[config.mk]
export PLATFORM = sky130hd
export DESIGN_NAME = cl_capture_top
export DESIGN_NICKNAME = d
export VERILOG_FILES = /design/src/cl_msg_pkg.sv /design/src/cl_link_pkg.sv /design/src/cl_timing_if.sv /design/src/cl_line_timer.sv /design/src/cl_capture_ctrl.sv /design/src/cl_word_packer.sv /design/src/cl_capture_top.sv
export SDC_FILE = /design/constraint.sdc
export NUM_CORES = 1
export LEC_CHECK = 0
export ABC_CLOCK_PERIOD_IN_PS = 7300
export BUFFER_PORTS_ARGS = -buffer_cell sky130_fd_sc_hd__buf_2
export CAP_MARGIN = 20
export CORE_ASPECT_RATIO = 0.6
export CORE_MARGIN = 2
export CORE_UTILIZATION = 55
export CTS_CLUSTER_DIAMETER = 100
export CTS_CLUSTER_SIZE = 10
export DETAILED_ROUTE_END_ITERATION = 10
export PLACE_DENSITY = 0.87
export SLEW_MARGIN = 20
export SYNTH_ARGS = -nofsm -noshare
export SYNTH_HDL_FRONTEND = slang
export SYNTH_HIERARCHICAL = 1
export SYNTH_SLANG_ARGS = --single-unit
export TNS_END_PERCENT = 1
[constraint.sdc]
create_clock -name reset -period 7.3 [get_ports reset]
set_clock_uncertainty 0.15 [all_clocks]
set_input_delay 0.365 -clock reset [delete_from_list [all_inputs] [get_ports reset]]
set_output_delay 0.365 -clock reset [all_outputs]
set_load 0.005 [all_outputs]
[src/cl_msg_pkg.sv]
`default_nettype none

package cl_msg_pkg;

  // host command and status word width
  localparam int MSG_W = 32;

  // one message word, same width in both directions
  typedef logic [MSG_W-1:0] msg_t;

  // command opcode values, found in the bits above the frame count
  localparam int OP_ARM = 1; // arm with count = frames to record

endpackage

`default_nettype wire

[src/cl_link_pkg.sv]
`default_nettype none

package cl_link_pkg;

  // camera timing counters
  localparam int LINE_W = 12; // lines per frame
  localparam int CLK_W  = 10; // pixels per line
  localparam int FULL_W = 2;  // full cycles, wraps

  localparam int SLOT_W = 2;

  // status word format rotates 0, 2, 1 within a line
  typedef enum logic [SLOT_W-1:0] {
    SLOT_0 = 2'd0,
    SLOT_1 = 2'd1, // carries fval, lval and the full count
    SLOT_2 = 2'd2
  } slot_t;

  // top four bits of every status word
  typedef struct packed {
    slot_t slot;
    logic  first_frame; // still in the first captured frame
    logic  first_line;  // line count is zero
  } header_t;

endpackage

`default_nettype wire

[src/cl_timing_if.sv]
`timescale 1ns/100ps
`default_nettype none

interface cl_timing_if;

  logic fval;        // frame valid as sampled
  logic lval;        // line valid as sampled
  logic fval_d;
  logic lval_d;
  logic frame_start; // rising fval

  logic [cl_link_pkg::LINE_W-1:0] n_line;
  logic [cl_link_pkg::CLK_W-1:0]  n_clk;
  logic [cl_link_pkg::FULL_W-1:0] n_full;

  // line timer owns every signal
  modport source (
    output fval, lval, fval_d, lval_d, frame_start, n_line, n_clk, n_full
  );

  // control only needs the frame boundary
  modport ctrl (
    input frame_start
  );

  modport packer (
    input lval, lval_d, fval, n_line, n_clk, n_full
  );

endinterface

`default_nettype wire

[src/cl_line_timer.sv]
`timescale 1ns/100ps
`default_nettype none

module cl_line_timer (
  input  wire logic   reset,
  input  wire logic   bus_clk,
  input  wire logic   cl_fval,
  input  wire logic   cl_lval,
  input  wire logic   fpga_msg_full,
  input  wire logic   capturing,
  cl_timing_if.source timing
);

  logic line_start;

  // levels pass straight through so valid has no latency
  assign timing.fval = cl_fval;
  assign timing.lval = cl_lval;

  assign timing.frame_start = timing.fval && !timing.fval_d;
  assign line_start         = timing.lval && !timing.lval_d;

  always_ff @(posedge reset or posedge bus_clk) begin
    if (bus_clk) begin
      timing.fval_d <= 1'b0;
      timing.lval_d <= 1'b0;
      timing.n_clk  <= '0;
      timing.n_line <= '0;
      timing.n_full <= '0;
    end else begin
      timing.fval_d <= timing.fval;
      timing.lval_d <= timing.lval;

      // pixel count restarts whenever lval drops
      timing.n_clk <= timing.lval ? timing.n_clk + 1'b1 : '0;

      // line count steps at each line start and the first line of a frame is 0
      if (line_start) begin
        timing.n_line <= timing.fval_d ? timing.n_line + 1'b1 : '0;
      end

      // consecutive full cycles only while recording
      if (capturing && fpga_msg_full) begin
        timing.n_full <= timing.n_full + 1'b1;
      end else begin
        timing.n_full <= '0;
      end
    end
  end

endmodule

`default_nettype wire

[src/cl_capture_ctrl.sv]
`timescale 1ns/100ps
`default_nettype none

module cl_capture_ctrl #(
  parameter int FRAME_W = 20
) (
  input  wire logic              reset,
  input  wire logic              bus_clk,
  input  wire logic              pc_msg_pending,
  input  wire cl_msg_pkg::msg_t  pc_msg,
  output logic                   pc_msg_ack,
  output logic                   cl_done,
  output logic                   capturing,
  output logic                   first_frame,
  cl_timing_if.ctrl              timing
);

  localparam int OP_W = cl_msg_pkg::MSG_W - FRAME_W;

  typedef enum logic [1:0] {
    ST_STANDBY,
    ST_ARMED,
    ST_CAPTURING
  } state_t;

  state_t             state;
  logic [OP_W-1:0]    opcode;
  logic [FRAME_W-1:0] count;
  logic [FRAME_W-1:0] frame_req;   // requested frames
  logic [FRAME_W-1:0] frames_left;
  logic               accept;
  logic               arm_cmd;

  assign opcode = pc_msg[cl_msg_pkg::MSG_W-1:FRAME_W];
  assign count  = pc_msg[FRAME_W-1:0];

  // new command only taken in standby with one ack per pending strobe
  assign accept  = (state == ST_STANDBY) && pc_msg_pending && !pc_msg_ack;
  assign arm_cmd = (opcode == OP_W'(cl_msg_pkg::OP_ARM)) && (count != '0);

  assign capturing   = (state == ST_CAPTURING);
  assign first_frame = capturing && (frames_left == frame_req); // nothing counted down yet

  always_ff @(posedge reset) begin
    if (accept && arm_cmd) begin
      frame_req <= count;
    end
  end

  always_ff @(posedge reset or posedge bus_clk) begin
    if (bus_clk) begin
      state       <= ST_STANDBY;
      frames_left <= '0;
      pc_msg_ack  <= 1'b0;
      cl_done     <= 1'b0;
    end else begin
      pc_msg_ack <= 1'b0; // both strobes last one cycle
      cl_done    <= 1'b0;

      case (state)
        ST_STANDBY: begin
          if (accept) begin
            pc_msg_ack <= 1'b1;
            if (arm_cmd) begin
              state <= ST_ARMED;
            end
          end
        end
        ST_ARMED: begin
          // wait for a clean frame boundary
          if (timing.frame_start) begin
            frames_left <= frame_req;
            state       <= ST_CAPTURING;
          end
        end
        ST_CAPTURING: begin
          if (timing.frame_start) begin
            frames_left <= frames_left - 1'b1;
            if (frames_left == FRAME_W'(1)) begin
              state   <= ST_STANDBY; // last requested frame has ended
              cl_done <= 1'b1;
            end
          end
        end
        default: state <= ST_STANDBY;
      endcase
    end
  end

endmodule

`default_nettype wire

[src/cl_word_packer.sv]
`timescale 1ns/100ps
`default_nettype none

module cl_word_packer (
  input  wire logic        reset,
  input  wire logic        bus_clk,
  input  wire logic        capturing,
  input  wire logic        first_frame,
  cl_timing_if.packer      timing,
  output cl_msg_pkg::msg_t fpga_msg,
  output logic             fpga_msg_valid
);

  cl_link_pkg::slot_t   slot;
  cl_link_pkg::header_t header;

  // rotation 0, 2, 1, back to 0 after each line
  always_ff @(posedge reset or posedge bus_clk) begin
    if (bus_clk) begin
      slot <= cl_link_pkg::SLOT_0;
    end else if (!timing.lval_d) begin
      slot <= cl_link_pkg::SLOT_0;
    end else begin
      case (slot)
        cl_link_pkg::SLOT_0: slot <= cl_link_pkg::SLOT_2;
        cl_link_pkg::SLOT_2: slot <= cl_link_pkg::SLOT_1;
        default:             slot <= cl_link_pkg::SLOT_0;
      endcase
    end
  end

  assign header.slot        = slot;
  assign header.first_frame = first_frame;
  assign header.first_line  = (timing.n_line == '0);

  always_comb begin
    if (slot == cl_link_pkg::SLOT_1) begin
      fpga_msg = {header, timing.fval, timing.lval, timing.n_full,
                  timing.n_line, 2'b00, timing.n_clk};
    end else begin
      fpga_msg = {header, 4'h0, timing.n_line, 2'b00, timing.n_clk};
    end
  end

  // lval_d keeps the word after the line's last pixel
  assign fpga_msg_valid = capturing && (timing.lval || timing.lval_d);

endmodule

`default_nettype wire

[src/cl_capture_top.sv]
`timescale 1ns/100ps
`default_nettype none

module cl_capture_top #(
  parameter int FRAME_W = 20 // frame count field, 8 to 28
) (
  input  wire logic                         reset,
  input  wire logic                         bus_clk,
  input  wire logic                         pc_msg_pending,
  input  wire logic [cl_msg_pkg::MSG_W-1:0] pc_msg,
  input  wire logic                         fpga_msg_full,
  input  wire logic                         cl_fval,
  input  wire logic                         cl_lval,
  output logic                              pc_msg_ack,
  output logic      [cl_msg_pkg::MSG_W-1:0] fpga_msg,
  output logic                              fpga_msg_valid,
  output logic                              cl_done,
  output logic      [2:0]                   led
);

  logic capturing;
  logic first_frame;

  cl_timing_if timing_if_i ();

  cl_line_timer timer_i (
    .reset         (reset),
    .bus_clk       (bus_clk),
    .cl_fval       (cl_fval),
    .cl_lval       (cl_lval),
    .fpga_msg_full (fpga_msg_full),
    .capturing     (capturing),
    .timing        (timing_if_i.source)
  );

  cl_capture_ctrl #(
    .FRAME_W (FRAME_W)
  ) ctrl_i (
    .reset          (reset),
    .bus_clk        (bus_clk),
    .pc_msg_pending (pc_msg_pending),
    .pc_msg         (pc_msg),
    .pc_msg_ack     (pc_msg_ack),
    .cl_done        (cl_done),
    .capturing      (capturing),
    .first_frame    (first_frame),
    .timing         (timing_if_i.ctrl)
  );

  cl_word_packer packer_i (
    .reset          (reset),
    .bus_clk        (bus_clk),
    .capturing      (capturing),
    .first_frame    (first_frame),
    .timing         (timing_if_i.packer),
    .fpga_msg       (fpga_msg),
    .fpga_msg_valid (fpga_msg_valid)
  );

  // status lights for backpressure, word out and frame active
  assign led = {fpga_msg_full, fpga_msg_valid, cl_fval};

endmodule

`default_nettype wire

* Word level (Yosys, flattened, before mapping)
Index checks and enable logic that the tools add are counted.
Cells by class: add/subtract/negate cells 4, $mul 0, div/mod/pow operators 0, order comparisons 0, eq/ne operators 12, shift-type cells 0, multiplexer cells 20, bitwise logic cells 0, reduce and logical (&&, ||, !) cells 20
Operators with widths (number):
- two-way mux 20 bit | 2
- one-hot mux 20 bit (2 select lines) | 1
- two-way mux 28 bit | 1
- == test 20 x 1 -> 1 bit, second input constant | 1
- == test 20 bit | 1
- nonzero test 20 bit | 1
- subtractor 20 x 1 -> 20 bit, second input constant | 1
- two-way mux 2 bit | 7
- adder 12 x 1 -> 12 bit, second input constant | 1
- == test 12 x 1 -> 1 bit, second input constant | 1
- zero test 12 bit | 1
- two-way mux 12 bit | 1
- adder 10 x 1 -> 10 bit, second input constant | 1
- two-way mux 10 bit | 1
- logical AND 1 bit | 9
- inequality test 2 x 1 -> 1 bit, second input constant | 4
- one-hot mux 2 bit (3 select lines) | 1
- two-way mux 1 bit | 5
- AND reduction 5 bit | 1
- == test 2 x 1 -> 1 bit, second input constant | 2
- == test 2 bit, second input constant | 2
- zero test 2 bit | 2
- one-hot mux 2 bit (2 select lines) | 1
- zero test 1 bit | 3
- other kinds (5) | 5
Storage, ports and cells: register bits 72, bits in latches 0, bits in writable memories 0, ROM bits 0, bits of input ports 38, output and inout bits 38, word-level logic and storage cells 67, memories 0

* Logic depth before layout (Yosys ltp)
Gate-level depths: netlist of run 1.
word-level depth 5, depth in mapped cells 7, gate-level depth less buffers 7

* Modules after synthesis
Netlist of run 1, hierarchy kept.
By module, submodules not included:
- cl_capture_ctrl | instances 1, cells each 264, area each 2526.2 µm², sequential area each 1201.2 µm²
- cl_line_timer | instances 1, cells each 125, area each 1251.2 µm², sequential area each 650.6 µm²
- cl_word_packer | instances 1, cells each 41, area each 325.3 µm², sequential area each 50.0 µm²
- cl_capture_top | instances 1, cells each 3, area each 22.5 µm², sequential area each 0.0 µm²

* Worst setup path before layout of run 1
OpenSTA, ideal clock, no wires.
kind register to register, start register ctrl_i.state[0], end register ctrl_i.frame_req[0] (enable), setup time 0.411 ns, arrival time 2.084 ns, data required time 6.739 ns, path slack 4.654 ns, cell stages (with the launch flop) 5, buffers on the path 1, period minus slack after synthesis 2.646 ns, cell sequence dfrtp_1 -> clkbuf_1 -> nor4b_1 -> nand4_1 -> a31oi_1
Between the ends: longest elaborated chain between the ends 4
RTL lines:
- from (decl) | line cl_capture_ctrl.sv:26 | state_t state;
- from (signal assigned) | line cl_capture_ctrl.sv:52 | state <= ST_STANDBY;
- from (signal assigned) | line cl_capture_ctrl.sv:65 | state <= ST_ARMED;
- from (signal assigned) | line cl_capture_ctrl.sv:73 | state <= ST_CAPTURING;
- zero test 2 bit | line cl_capture_ctrl.sv:38 | assign accept = (state == ST_STANDBY) && pc_msg_pending && !pc_msg_ack;
- logical AND 1 bit (2 in a row) | line cl_capture_ctrl.sv:38
- logical AND 1 bit | line cl_capture_ctrl.sv:45 | if (accept && arm_cmd) begin
- to (signal assigned) | line cl_capture_ctrl.sv:46 | frame_req <= count;
- to (decl) | line cl_capture_ctrl.sv:29 | logic [FRAME_W-1:0] frame_req;
No other way between the ends. A chain may end at the register's enable or synchronous reset.

* Worst setup path after layout of run 1
start register ctrl_i.state[1], end register ctrl_i.frames_left[14]
Between the ends: longest elaborated chain between the ends 3, elaborated cells on any way between the ends 7, those cells by class eq/ne (4); mux (1); reduce/logical (2)
RTL lines:
- == test 2 bit (*)
- named net capturing | line cl_capture_top.sv:21 | logic capturing;
- inequality test 2 x 1 -> 1 bit (no source line) or nonzero test 2 bit (tied branches)
- AND reduction 3 bit (no source line)
- to (signal assigned) | line cl_capture_ctrl.sv:72 | frames_left <= frame_req;
- to (signal assigned) | line cl_capture_ctrl.sv:78 | frames_left <= frames_left - 1'b1;
- to (decl) | line cl_capture_ctrl.sv:30 | logic [FRAME_W-1:0] frames_left;
Mark *: on every way through the listed nets, which the timed path passes. The rest lies on a longest branch.

==> impl_results.rst, run 1 <==
.. list-table::
   :header-rows: 1

   * - Metric
     - Value
   * - Run status
     - complete, no violations
   * - Internal cell power
     - 843.7 uW
   * - Diodes inserted
     - 0
   * - Overflow left after global routing
     - 0
   * - Largest family of logic cells by synthesized area
     - simple AND/OR/NAND/NOR gates
   * - Die extent in y
     - 71.09 um
   * - Top-level port count
     - 76
   * - Number of vias per cell
     - 5.986
   * - Count of H-tree levels built during CTS
     - 3
   * - Required time of the critical path
     - 7310 ps
   * - Setup repair after global routing missed its margin
     - no
   * - Rel. slew slack
     - 36.03%
   * - Clk network pwr share
     - 43.3%
   * - Final count of pins violating max slew
     - 0
   * - Type of destination of the critical path
     - flip-flop
   * - Overall routed net length
     - 10290 um
   * - Adder and majority gate portion of the synthesized area
     - 1.213%
   * - Placeable core region
     - 7267 um2
   * - Combined area of the multi-input logic cells
     - 1859 um2
   * - Fillcell total
     - 598
   * - Number of buffers created by CTS
     - 9
   * - Average footprint of a synthesized cell
     - 9.527 um2
   * - Synthesis Warnings
     - 6
   * - Combinational fraction of design power
     - 14.8%
   * - Combined area of all synthesized cells
     - 4125 um2
   * - Clock insertion delay at the later pin of the skew report
     - 330 ps
   * - Post-synthesis to final-layout area growth
     - 14.16%
   * - Count of maximum capacitance violations
     - 0
   * - PnR Total Power
     - 1.142 mW
   * - Cell row count
     - 24
   * - Synthesized-area fraction occupied by ao, oa, aoi and oai cells
     - 13.38%
   * - IR Drop Worst-Case VDD
     - 0.1621 mV
   * - Worst setup endpoint
     - ctrl_i/frames_left[14]
   * - Highest-delay cell along the critical path
     - sky130_fd_sc_hd__dfrtp_1
   * - Cell area power density
     - 242.4 nW/um2
   * - Avg WL per Cell
     - 17.71 um
   * - Setup Viol. Count Final
     - 0
   * - Clock transition at the registers of the reported paths
     - 60 ps
   * - Portion of the clock cycle consumed by the worst path in the final layout
     - 42.86%
   * - Sequential cell area
     - 1902 um2
   * - Fin. Hold Viols
     - 0
   * - Number of antenna violations at the first check in global routing
     - 0
   * - Die area
     - 8232 um2
   * - Proportion of register bits with asynchronous set or reset after synthesis
     - 72.22%
   * - Number of port buffers
     - 73
   * - R2r endpoint
     - ctrl_i/frames_left[14]
   * - Iteration-0 DRC count of the detailed router
     - 333
   * - Worst setup SP type
     - flip-flop
   * - Sequential area share after synthesis
     - 46.10%
   * - First-pass GRT wire length
     - 16800 um
   * - Portion of total power attributed to sequential cells
     - 42.0%
   * - Count of TritonRoute iterations in the first routing pass
     - 5
   * - Highest clock rate
     - 319.6 MHz
   * - Critical Path, Cell by Cell
     - nand2b_1 -> inv_1 -> nand3_1 -> nor3_1 -> mux2i_1 -> a211oi_1
   * - GRT Util Overall
     - 26.56%
   * - Fraction of synthesized cell area taken by the top area cell type
     - 31.54%
   * - Top FF cell, synth
     - sky130_fd_sc_hd__dfrtp_1
   * - Area share of and/or/nand/nor cells after synthesis
     - 23.32%
   * - R2R setup slack
     - 4170 ps
   * - Nets
     - 514
   * - RD Place Congestion
     - 0.9100
   * - Worst Setup SP
     - ctrl_i/state[1]
   * - Final TNS setup
     - 0 ps
   * - Clock sink count
     - 72
   * - Share of total power consumed by net switching
     - 26.10%
   * - Top area cells in the synthesized netlist
     - sky130_fd_sc_hd__dfrtp_1 (32%), sky130_fd_sc_hd__edfxtp_1 (15%), sky130_fd_sc_hd__buf_4 (5.5%), sky130_fd_sc_hd__xor2_1 (3.8%), sky130_fd_sc_hd__nor4_1 (3.2%)
   * - Static leakage power
     - 2.010 nW
   * - Placed wire-length estimate
     - 7317 um
   * - TritonCTS clock tree
     - done
   * - Reg2reg start
     - ctrl_i/state[1]
   * - Mux cell area share after synthesis
     - 1.456%
   * - Root Buffer Master
     - sky130_fd_sc_hd__clkbuf_16
   * - Pin count of the biggest net entering global routing
     - 31
   * - Library cell occupying the most area in the post-synthesis netlist
     - sky130_fd_sc_hd__dfrtp_1
   * - Antenna-violating nets left
     - 0
   * - #FFs+latches synth
     - 72
   * - Worst Tran Pin Value
     - 953.7 ps
   * - Gate Count Post-Synth
     - 433
   * - Quantity of gates resized following cts
     - 0
   * - Net switching power of the design
     - 298.0 uW
   * - Number of buffers between clock root and the deepest sink
     - 2
   * - Min-Delay Path Class
     - in -> reg
   * - Number of global-route vias before repair
     - 3140
   * - Worst hold start
     - cl_fval
   * - Minimum clock period
     - 3129 ps
   * - Xor-xnor portion of the synthesized cell area
     - 5.096%
   * - Die Width
     - 115.8 um
   * - Largest stage delay, worst path
     - 840 ps
   * - Synth cell types
     - 57
   * - Number of cells on the worst reg-to-reg path
     - 6
   * - EDFF count, synth
     - 20
   * - Total number of vias
     - 3478
   * - Worst setup path category
     - reg -> reg
   * - Residual DRC
     - 0
   * - CP Data Arrival Time
     - 3140 ps
   * - Maximum fanout count along the critical path
     - 24
   * - Initial core utilization
     - 56.77%
   * - Share of final-layout standard cells stronger than drive strength 1
     - 20.34%
## cells in the mapped netlist, types with 7 or more instances
| cell | n |
|---|---|
| sky130_fd_sc_hd__dfrtp_1 | 52 |
| sky130_fd_sc_hd__buf_4 | 30 |
| sky130_fd_sc_hd__a21oi_1 | 25 |
| sky130_fd_sc_hd__nand2_1 | 24 |
| sky130_fd_sc_hd__nor2_1 | 24 |
| sky130_fd_sc_hd__o21ai_0 | 23 |
| sky130_fd_sc_hd__nor4_1 | 21 |
| sky130_fd_sc_hd__edfxtp_1 | 20 |
| sky130_fd_sc_hd__inv_1 | 18 |
| sky130_fd_sc_hd__nand3_1 | 18 |
| sky130_fd_sc_hd__xor2_1 | 18 |
| sky130_fd_sc_hd__nor3_1 | 17 |
| sky130_fd_sc_hd__clkbuf_1 | 13 |
| sky130_fd_sc_hd__o22ai_1 | 10 |
| sky130_fd_sc_hd__nand4_1 | 9 |
| sky130_fd_sc_hd__or3_1 | 8 |
| sky130_fd_sc_hd__and2_1 | 7 |
| sky130_fd_sc_hd__nor2b_1 | 7 |
| sky130_fd_sc_hd__or4_1 | 7 |
## power groups by stage
stage | logic [mW] | clock network (mW) | registers [mW]
finish | 0.169 | 0.494 | 0.479
global route | 0.189 | 0.523 | 0.483
CTS | 0.164 | 0.504 | 0.477
detailed placement | 0.161 | 0 | 0.484
global placement | 0.158 | 0 | 0.483
floorplan | 0.134 | 0 | 0.467
## placed cells by master (no fill, tap or decap), types with 5 or more instances in the layout
| cell | count |
|---|---|
| sky130_fd_sc_hd__xor2_1 | 18 |
| sky130_fd_sc_hd__o21ai_0 | 23 |
| sky130_fd_sc_hd__or4_1 | 7 |
| sky130_fd_sc_hd__mux2i_1 | 6 |
| sky130_fd_sc_hd__o22ai_1 | 10 |
| sky130_fd_sc_hd__nand2b_1 | 5 |
| sky130_fd_sc_hd__nor4_1 | 21 |
| sky130_fd_sc_hd__nand2_1 | 24 |
| sky130_fd_sc_hd__nor3_1 | 17 |
| sky130_fd_sc_hd__a21oi_1 | 25 |
| sky130_fd_sc_hd__inv_1 | 16 |
| sky130_fd_sc_hd__xnor2_1 | 6 |
| sky130_fd_sc_hd__and2_1 | 7 |
| sky130_fd_sc_hd__buf_2 | 73 |
| sky130_fd_sc_hd__edfxtp_1 | 20 |
| sky130_fd_sc_hd__o31ai_1 | 5 |
| sky130_fd_sc_hd__nor2b_1 | 6 |
| sky130_fd_sc_hd__dfrtp_1 | 52 |
| sky130_fd_sc_hd__clkbuf_16 | 9 |
| sky130_fd_sc_hd__nor2_1 | 24 |
| sky130_fd_sc_hd__nand4_1 | 9 |
| sky130_fd_sc_hd__or3_1 | 8 |
| sky130_fd_sc_hd__a211oi_1 | 5 |
| sky130_fd_sc_hd__nand3_1 | 18 |
## worst max-delay path: cells and delay by family (launching register included)
| kind | cells | cell delay (ps) |
|---|---|---|
| AOI/OAI and AO/OA | 1 | 110 |
| buffers and inverters | 1 | 500 |
| DFF | 1 | 840 |
| muxes | 1 | 260 |
| and+or+nand+nor | 3 | 1100 |
## state kept, by name, indices dropped and copies added (netlist names)
signal	cells
ctrl_i/cl_done	1
ctrl_i/frame_req	20
ctrl_i/frames_left	20
ctrl_i/pc_msg_ack	1
ctrl_i/state	2
packer_i/slot	2
timer_i/timing.fval_d	1
timer_i/timing.lval_d	1
timer_i/timing.n_clk	10
timer_i/timing.n_full	2
timer_i/timing.n_line	12
## kinds of logic (layout without fill, tap and decap cells)
group	after synthesis	after routing
AOI/OAI and AO/OA	90	90
xor gates and xnor gates	24	24
adders and majority gates	4	4
buffers and inverters	68	111
DFF	72	72
muxes	6	6
other	1	2
and+or+nand+nor	168	168
## stage by stage
step / area [um2] / setup WS [ps] / utilization, % / instances / hold slack [ps]
2_1_floorplan: 4129 / 4654 / - / 434 / -43.82
3_3_place_gp: 4327 / 4465 / 59.54 / 563 / 87.93
3_5_place_dp: 4327 / 4383 / 59.54 / 563 / 107.9
4_1_cts: 4673 / 4293 / 64.31 / 580 / 23.53
5_1_grt: 4710 / 3878 / 64.81 / 581 / 27.31
6_report: 4710 / 4171 / 64.81 / 581 / 36.12
## area by class of cell
type | count | area share, %
Timing Repair Buffer | 76 | 8.714
Tap cell | 104 | 2.763
Inverter | 19 | 1.514
Clock buffer | 10 | 4.862
Multi-Input combinational cell | 294 | 39.48
Clock inverter | 6 | 2.285
Sequential cell | 72 | 40.38
## routing by layer
metal  routed length (um)  vias up  global-route usage [%]
li1                     -     1643                       -
met1                 4914     1664                   42.28
met2                 4378      163                   35.87
met3                  918        8                   6.598
met4                   79        0                   6.878
met5                    0        -                       0
## worst min path at each step
stage          slack [ps]  depth (start not counted)                    end
3_3_place_gp           90                          2       packer_i/slot[1]
5_1_grt                30                          1  timer_i/timing.fval_d
3_5_place_dp          110                          2       packer_i/slot[0]
2_1_floorplan         -40                          1       packer_i/slot[0]
6_report               40                          1  timer_i/timing.fval_d
4_1_cts                20                          1  timer_i/timing.fval_d
## what timing repair did
item                                   in CTS  in global routing
buffers inserted                            0                  0
endpoints found under the hold margin       2                  0
hold buffers                                1                  0
No activity file was read; power rests on OpenSTA's default activity.
==> run 2: changes to the inputs <==
Settings changed: ABC_AREA set to 1, ABC_CLOCK_PERIOD_IN_PS 7300 to 3100.
Clock period 7.3 ns to 3.1 ns, I/O delays scaled along.
==> impl_results.rst, run 2 <==
.. list-table::
   :header-rows: 1

   * - Metric
     - Value
   * - Clock transition at the registers of the reported paths
     - 60 ps
   * - Total number of vias
     - 3957
   * - Internal cell power
     - 2.053 mW
   * - Fillcell total
     - 571
   * - Combined area of the multi-input logic cells
     - 1826 um2
   * - Proportion of register bits with asynchronous set or reset after synthesis
     - 72.22%
   * - Top area cells in the synthesized netlist
     - sky130_fd_sc_hd__dfrtp_1 (30%), sky130_fd_sc_hd__edfxtp_1 (14%), sky130_fd_sc_hd__nand2_1 (9.5%), sky130_fd_sc_hd__inv_1 (6.8%), sky130_fd_sc_hd__nor2_1 (6.0%)
   * - Critical Path, Cell by Cell
     - nor2_4 -> inv_2 -> a21oi_1 -> nand4_1 -> nor2_1 -> nand2_1 -> nor2_1 -> buf_2
   * - Final Cell Area
     - 5139 um2
   * - Top-level port count
     - 76
   * - Gate Count Post-Synth
     - 548
   * - Die area
     - 8589 um2
   * - First-pass GRT wire length
     - 18610 um
   * - Final TNS setup
     - 0 ps
   * - Area share of and/or/nand/nor cells after synthesis
     - 27.97%
   * - Worst setup path category
     - reg -> out
   * - Sequential area share after synthesis
     - 44.10%
   * - Run status
     - complete, no violations
   * - Pin count of the biggest net entering global routing
     - 27
   * - Overall routed net length
     - 11700 um
   * - Fin. Hold Viols
     - 0
   * - Placeable core region
     - 7417 um2
   * - EDFF count, synth
     - 20
   * - Number of buffers created by CTS
     - 9
   * - CP Data Arrival Time
     - 2350 ps
   * - Maximum fanout count along the critical path
     - 26
   * - Iteration-0 DRC count of the detailed router
     - 399
   * - Combined area of all synthesized cells
     - 4313 um2
   * - Final count of pins violating max slew
     - 0
   * - Setup Viol. Count Final
     - 0
   * - Die extent in y
     - 72.60 um
   * - Avg WL per Cell
     - 16.01 um
   * - Number of antenna violations at the first check in global routing
     - 0
   * - Root Buffer Master
     - sky130_fd_sc_hd__clkbuf_16
   * - #FFs+latches synth
     - 72
   * - Fraction of synthesized cell area taken by the top area cell type
     - 30.17%
   * - Xor-xnor portion of the synthesized cell area
     - 2.843%
   * - Rel. slew slack
     - 32.89%
   * - Most instantiated cells after synthesis
     - sky130_fd_sc_hd__nand2_1 (109), sky130_fd_sc_hd__inv_1 (78), sky130_fd_sc_hd__nor2_1 (69)
   * - Number of vias per cell
     - 5.413
   * - Number of buffers between clock root and the deepest sink
     - 2
   * - Min-Delay Path Class
     - in -> reg
   * - Number of global-route vias before repair
     - 3689
   * - TritonCTS clock tree
     - done
   * - Total cell area at the placement stage
     - 4534 um2
   * - RD Place Congestion
     - 0.9782
   * - Cell mode on critical path
     - sky130_fd_sc_hd__nor2_1
   * - Residual DRC
     - 0
   * - Combinational fraction of design power
     - 18.6%
   * - Most frequent cell after synthesis
     - sky130_fd_sc_hd__nand2_1
   * - Worst setup SP type
     - flip-flop
   * - Cell row count
     - 24
   * - Clock insertion delay at the later pin of the skew report
     - 350 ps
   * - Clk network pwr share
     - 41.8%
   * - Overflow left after global routing
     - 0
   * - Static leakage power
     - 2.517 nW
   * - Worst Tran Pin Value
     - 1006 ps
   * - Count of TritonRoute iterations in the first routing pass
     - 6
   * - Largest stage delay, worst path
     - 530 ps
   * - IR Drop Worst-Case VDD
     - 0.4650 mV
   * - Synth cell types
     - 36
   * - Die Width
     - 118.3 um
   * - Critical path buffer and inverter count
     - 2
   * - Library cell occupying the most area in the post-synthesis netlist
     - sky130_fd_sc_hd__dfrtp_1
   * - Portion of total power attributed to sequential cells
     - 39.6%
   * - Type of destination of the critical path
     - primary output
   * - Quantity of gates resized following cts
     - 0
   * - Setup repair after global routing missed its margin
     - no
   * - Number of port buffers
     - 73
   * - Count of maximum capacitance violations
     - 0
   * - Placed wire-length estimate
     - 7658 um
   * - Required time of the critical path
     - 2790 ps
   * - Highest clock rate
     - 377.1 MHz
   * - Cell family with most CP delay
     - simple AND/OR/NAND/NOR gates
   * - Final Instance Count excl. Fillers
     - 731
   * - Synthesized-area fraction occupied by ao, oa, aoi and oai cells
     - 10.18%
   * - Placed insts
     - 689
   * - Nets
     - 663
   * - GRT Util Overall
     - 28.55%
   * - Commonest cells after routing, fill and taps aside
     - sky130_fd_sc_hd__nand2_1 (109), sky130_fd_sc_hd__inv_1 (77), sky130_fd_sc_hd__buf_2 (73), sky130_fd_sc_hd__nor2_1 (69), sky130_fd_sc_hd__dfrtp_1 (52)
   * - Count of H-tree levels built during CTS
     - 3
   * - Sequential cell area
     - 1902 um2
   * - Antenna-violating nets left
     - 0
   * - Mux cell area share after synthesis
     - 0%
   * - Adder and majority gate portion of the synthesized area
     - 1.160%
   * - Top FF cell, synth
     - sky130_fd_sc_hd__dfrtp_1
   * - Clock sink count
     - 72
   * - Leading cell type in the layout, fill and taps excluded
     - sky130_fd_sc_hd__nand2_1
   * - Largest family of logic cells by synthesized area
     - simple AND/OR/NAND/NOR gates
   * - Initial core utilization
     - 58.15%
   * - Highest-delay cell along the critical path
     - sky130_fd_sc_hd__nor2_4
   * - Portion of the clock cycle consumed by the worst path in the final layout
     - 85.54%
   * - Post-synthesis to final-layout area growth
     - 19.15%
   * - Cell area power density
     - 573.8 nW/um2
   * - Final hold slack
     - 28.91 ps
   * - Net switching power of the design
     - 895.1 uW
   * - Share of total power consumed by net switching
     - 30.36%
   * - Largest registers
     - ctrl_i/frame_req (20), ctrl_i/frames_left (20), timer_i/timing.n_line (12)
   * - Synthesis Warnings
     - 6
   * - Share of final-layout standard cells stronger than drive strength 1
     - 20.13%
   * - Minimum clock period
     - 2652 ps
   * - Average footprint of a synthesized cell
     - 7.870 um2
==> run 2: logic make-up (layout without fill, tap and decap cells) <==
logic type	count (synthesis)	in the layout
flip-flops	72	72
AND/OR/NAND/NOR	258	258
XOR/XNOR	14	14
other	1	3
buffers and inverters	120	197
adder cells (fa/ha/maj)	4	4
AO/OA/AOI/OAI	79	79
==> run 2: timing repair <==
item / in CTS / in global routing
buffers inserted: 0 / 0
hold endpoints to repair: 77 / 0
hold buffers: 25 / 0
==> run 2: metal layers <==
layer  GRT usage (%)  wire length, um
met5               0                0
met4           11.38              252
met3           6.719             1069
met2           42.32             4960
met1           40.94             5418
==> run 2: cell type report <==
type	count	area share (%)
clock buffer	9	4.383
tap	104	2.532
clock inverter	7	2.459
sequential	72	37.01
antenna	1	0.04870
inverter	83	6.063
timing repair buffer	98	11.98
multi-input combinational	357	35.52
==> run 2: worst paths after layout <==
path | depth (start not counted) | from | slack [ps] | to
max in group asynchronous | 3 | bus_clk | 1710 | ctrl_i/frames_left[17]
setup reg to reg | 5 | ctrl_i/state[0] | 940 | ctrl_i/frame_req[1]
hold reg to reg | 1 | ctrl_i/pc_msg_ack | 300 | ctrl_i/pc_msg_ack
min in group asynchronous | 3 | bus_clk | 80 | packer_i/slot[0]
hold / removal | 6 | pc_msg[30] | 30 | ctrl_i/state[0]
setup / recovery | 8 | ctrl_i/state[0] | 450 | fpga_msg[29]
==> run 2: power by group through the flow <==
stage	Combinational, mW	Sequential, mW	Clock, mW
2_1_floorplan	0.397	1.14	0
3_3_place_gp	0.490	1.17	0
3_5_place_dp	0.504	1.18	0
4_1_cts	0.535	1.16	1.24
5_1_grt	0.605	1.18	1.29
6_report	0.549	1.17	1.23
==> run 2: worst register-to-register path: cells and delay by family (launching register included) <==
| kind | cells | cell delay, ps |
|---|---|---|
| flops | 1 | 410 |
| simple gates | 4 | 670 |
| buf+inv | 1 | 570 |
==> run 2: metrics by stage <==
| stage | setup WS, ps | util [%] | total power, mW |
|---|---|---|---|
| 2_1_floorplan | 1218 | - | 1.542 |
| 3_3_place_gp | 894.3 | 61.13 | 1.663 |
| 3_5_place_dp | 875.8 | 61.13 | 1.681 |
| 4_1_cts | 509.1 | 69.25 | 2.935 |
| 5_1_grt | 271.5 | 69.25 | 3.067 |
| 6_report | 448.1 | 69.28 | 2.948 |
==> run 3: changes to the inputs <==
Settings changed: CORE_ASPECT_RATIO 0.6 to 1.5, CORE_UTILIZATION 55 to 25, PLACE_DENSITY 0.87 to 0.5.
==> impl_results.rst, run 3 (synthesis gave the netlist of run 2 again) <==
.. list-table::
   :header-rows: 1

   * - Metric
     - Value
   * - Root Buffer Master
     - sky130_fd_sc_hd__clkbuf_16
   * - Number of antenna violations at the first check in global routing
     - 0
   * - Hold path endpoint
     - ctrl_i/state[0]
   * - RD Place Congestion
     - 0.8263
   * - Leading cell type in the layout, fill and taps excluded
     - sky130_fd_sc_hd__nand2_1
   * - Placeable core region
     - 16840 um2
   * - Clock sink count
     - 72
   * - Static leakage power
     - 2.524 nW
   * - R2R setup slack
     - 970 ps
   * - Cell area power density
     - 530.6 nW/um2
   * - CP Data Arrival Time
     - 1900 ps
   * - Die extent in y
     - 164.9 um
   * - Final Cell Area
     - 5283 um2
   * - Worst Tran Pin Value
     - 745.1 ps
   * - Number of global-route vias before repair
     - 3665
   * - Fin. Hold Viols
     - 0
   * - Initial core utilization
     - 25.62%
   * - Min-Delay Path Class
     - in -> reg
   * - Highest-delay cell along the critical path
     - sky130_fd_sc_hd__dfrtp_1
   * - Top-level port count
     - 76
   * - Worst hold start
     - pc_msg[30]
   * - Maximum fanout count along the critical path
     - 26
   * - Count of maximum capacitance violations
     - 0
   * - Share of final-layout standard cells stronger than drive strength 1
     - 20.22%
   * - Number of buffers between clock root and the deepest sink
     - 2
   * - Number of vias per cell
     - 4.347
   * - Count of TritonRoute iterations in the first routing pass
     - 4
   * - Antenna-violating nets left
     - 0
   * - Final hold slack
     - 33.95 ps
   * - Placed wire-length estimate
     - 8148 um
   * - Avg WL per Cell
     - 13.11 um
   * - Commonest cells after routing, fill and taps aside
     - sky130_fd_sc_hd__nand2_1 (109), sky130_fd_sc_hd__inv_1 (77), sky130_fd_sc_hd__buf_2 (73), sky130_fd_sc_hd__nor2_1 (69), sky130_fd_sc_hd__dfrtp_1 (52)
   * - Post-synthesis to final-layout area growth
     - 22.48%
   * - Rel. slew slack
     - 50.27%
   * - Largest stage delay, worst path
     - 410 ps
   * - Overall routed net length
     - 10990 um
   * - Quantity of gates resized following cts
     - 0
   * - Final count of pins violating max slew
     - 0
   * - R2r endpoint
     - ctrl_i/frame_req[15]
   * - Portion of the clock cycle consumed by the worst path in the final layout
     - 71.25%
   * - Count of H-tree levels built during CTS
     - 3
   * - First-pass GRT wire length
     - 18140 um
   * - Worst setup path category
     - reg -> out
   * - Utilization of the core after routing
     - 31.38%
   * - Run status
     - complete, no violations
   * - Critical Path, Cell by Cell
     - nor2_4 -> inv_2 -> a21oi_1 -> nand4_1 -> nor2_1 -> nand2_1 -> nor2_1 -> buf_2
   * - Final TNS setup
     - 0 ps
   * - Number of port buffers
     - 73
   * - Die Width
     - 111.2 um
   * - Largest registers
     - ctrl_i/frame_req (20), ctrl_i/frames_left (20), timer_i/timing.n_line (12)
   * - Overflow left after global routing
     - 0
   * - Setup Viol. Count Final
     - 0
   * - Setup repair after global routing missed its margin
     - no
   * - Cell row count
     - 58
   * - Type of destination of the critical path
     - primary output
   * - PnR Total Power
     - 2.803 mW
   * - Depth of the worst hold-timing path
     - 6
   * - Nets
     - 666
   * - Minimum clock period
     - 2209 ps
   * - Diodes inserted
     - 0
   * - Number of buffers created by CTS
     - 9
   * - Number of cells on the worst reg-to-reg path
     - 5
   * - Reg2reg start
     - ctrl_i/state[0]
   * - Pin count of the biggest net entering global routing
     - 27
   * - Residual DRC
     - 0
   * - GRT Util Overall
     - 12.45%
   * - Cell mode on critical path
     - sky130_fd_sc_hd__nor2_1
   * - Iteration-0 DRC count of the detailed router
     - 188
   * - Required time of the critical path
     - 2790 ps
   * - Total number of vias
     - 3643
   * - Total cell area at the placement stage
     - 4702 um2
   * - Clock insertion delay at the later pin of the skew report
     - 330 ps
   * - TritonCTS clock tree
     - done
   * - Critical path buffer and inverter count
     - 2
   * - Die area
     - 18340 um2
   * - Highest clock rate
     - 452.7 MHz
   * - IR Drop Worst-Case VDD
     - 0.3126 mV
   * - Cell family with most CP delay
     - simple AND/OR/NAND/NOR gates
   * - Clock transition at the registers of the reported paths
     - 60 ps
   * - Worst setup SP type
     - flip-flop
## run 3: what timing repair did
| action | in CTS | in global routing |
|---|---|---|
| hold endpoints to repair | 61 | 0 |
| buffers inserted | 0 | 0 |
| hold buffers | 25 | 0 |
## run 3: how the worst max path moves through the flow
| stage | startpoint | cells past startpoint | end | slack [ps] |
|---|---|---|---|---|
| after floorplan | ctrl_i/state[0] | 5 | ctrl_i/frame_req[0] | 1220 |
| after global placement | ctrl_i/state[0] | 5 | ctrl_i/frame_req[12] | 960 |
| after detailed placement | ctrl_i/state[0] | 5 | ctrl_i/frame_req[13] | 920 |
| after CTS | pc_msg[13] | 6 | ctrl_i/frame_req[19] | 810 |
| after global routing | ctrl_i/state[0] | 8 | fpga_msg[29] | 630 |
| final | ctrl_i/state[0] | 8 | fpga_msg[29] | 890 |
## run 3: where the power goes
part | internal (mW) | switching, mW
Combinational | 0.216 | 0.322
Clock | 0.690 | 0.416
Sequential | 1.05 | 0.113
## run 3: worst min-delay path, stage by stage
cell,delay (ps)
sky130_fd_sc_hd__buf_2,80
sky130_fd_sc_hd__nor4_1,40
sky130_fd_sc_hd__nand2_1,50
sky130_fd_sc_hd__nor2_1,40
sky130_fd_sc_hd__nand2_1,70
sky130_fd_sc_hd__nand2_1,50
## run 3: final cells by class
type / count / area, um2
Inverter: 83 / 311.5
Sequential cell: 72 / 1902
Clock buffer: 11 / 264.0
Multi-Input combinational cell: 357 / 1826
Clock inverter: 4 / 51.30
Timing Repair Buffer: 101 / 665.6
Fill cell: 1831 / 11550
Tap cell: 210 / 262.8
## run 3: layer usage
metal / up-vias / GRT usage [%] / share of wire, % / routed length [um]
li1: 1874 / - / - / -
met1: 1673 / 13.54 / 41 / 4530
met5: - / 0 / 0 / 0
met2: 78 / 23.59 / 53 / 5821
met3: 18 / 1.945 / 2.7 / 301
met4: 0 / 5.836 / 3.0 / 333
## run 3: stage by stage
| stage | cells | setup WS (ps) |
|---|---|---|
| after floorplan | 549 | 1218 |
| after global placement | 796 | 962.6 |
| after detailed placement | 797 | 923.0 |
| after CTS | 837 | 805.5 |
| after global routing | 838 | 631.9 |
| final | 838 | 891.1 |
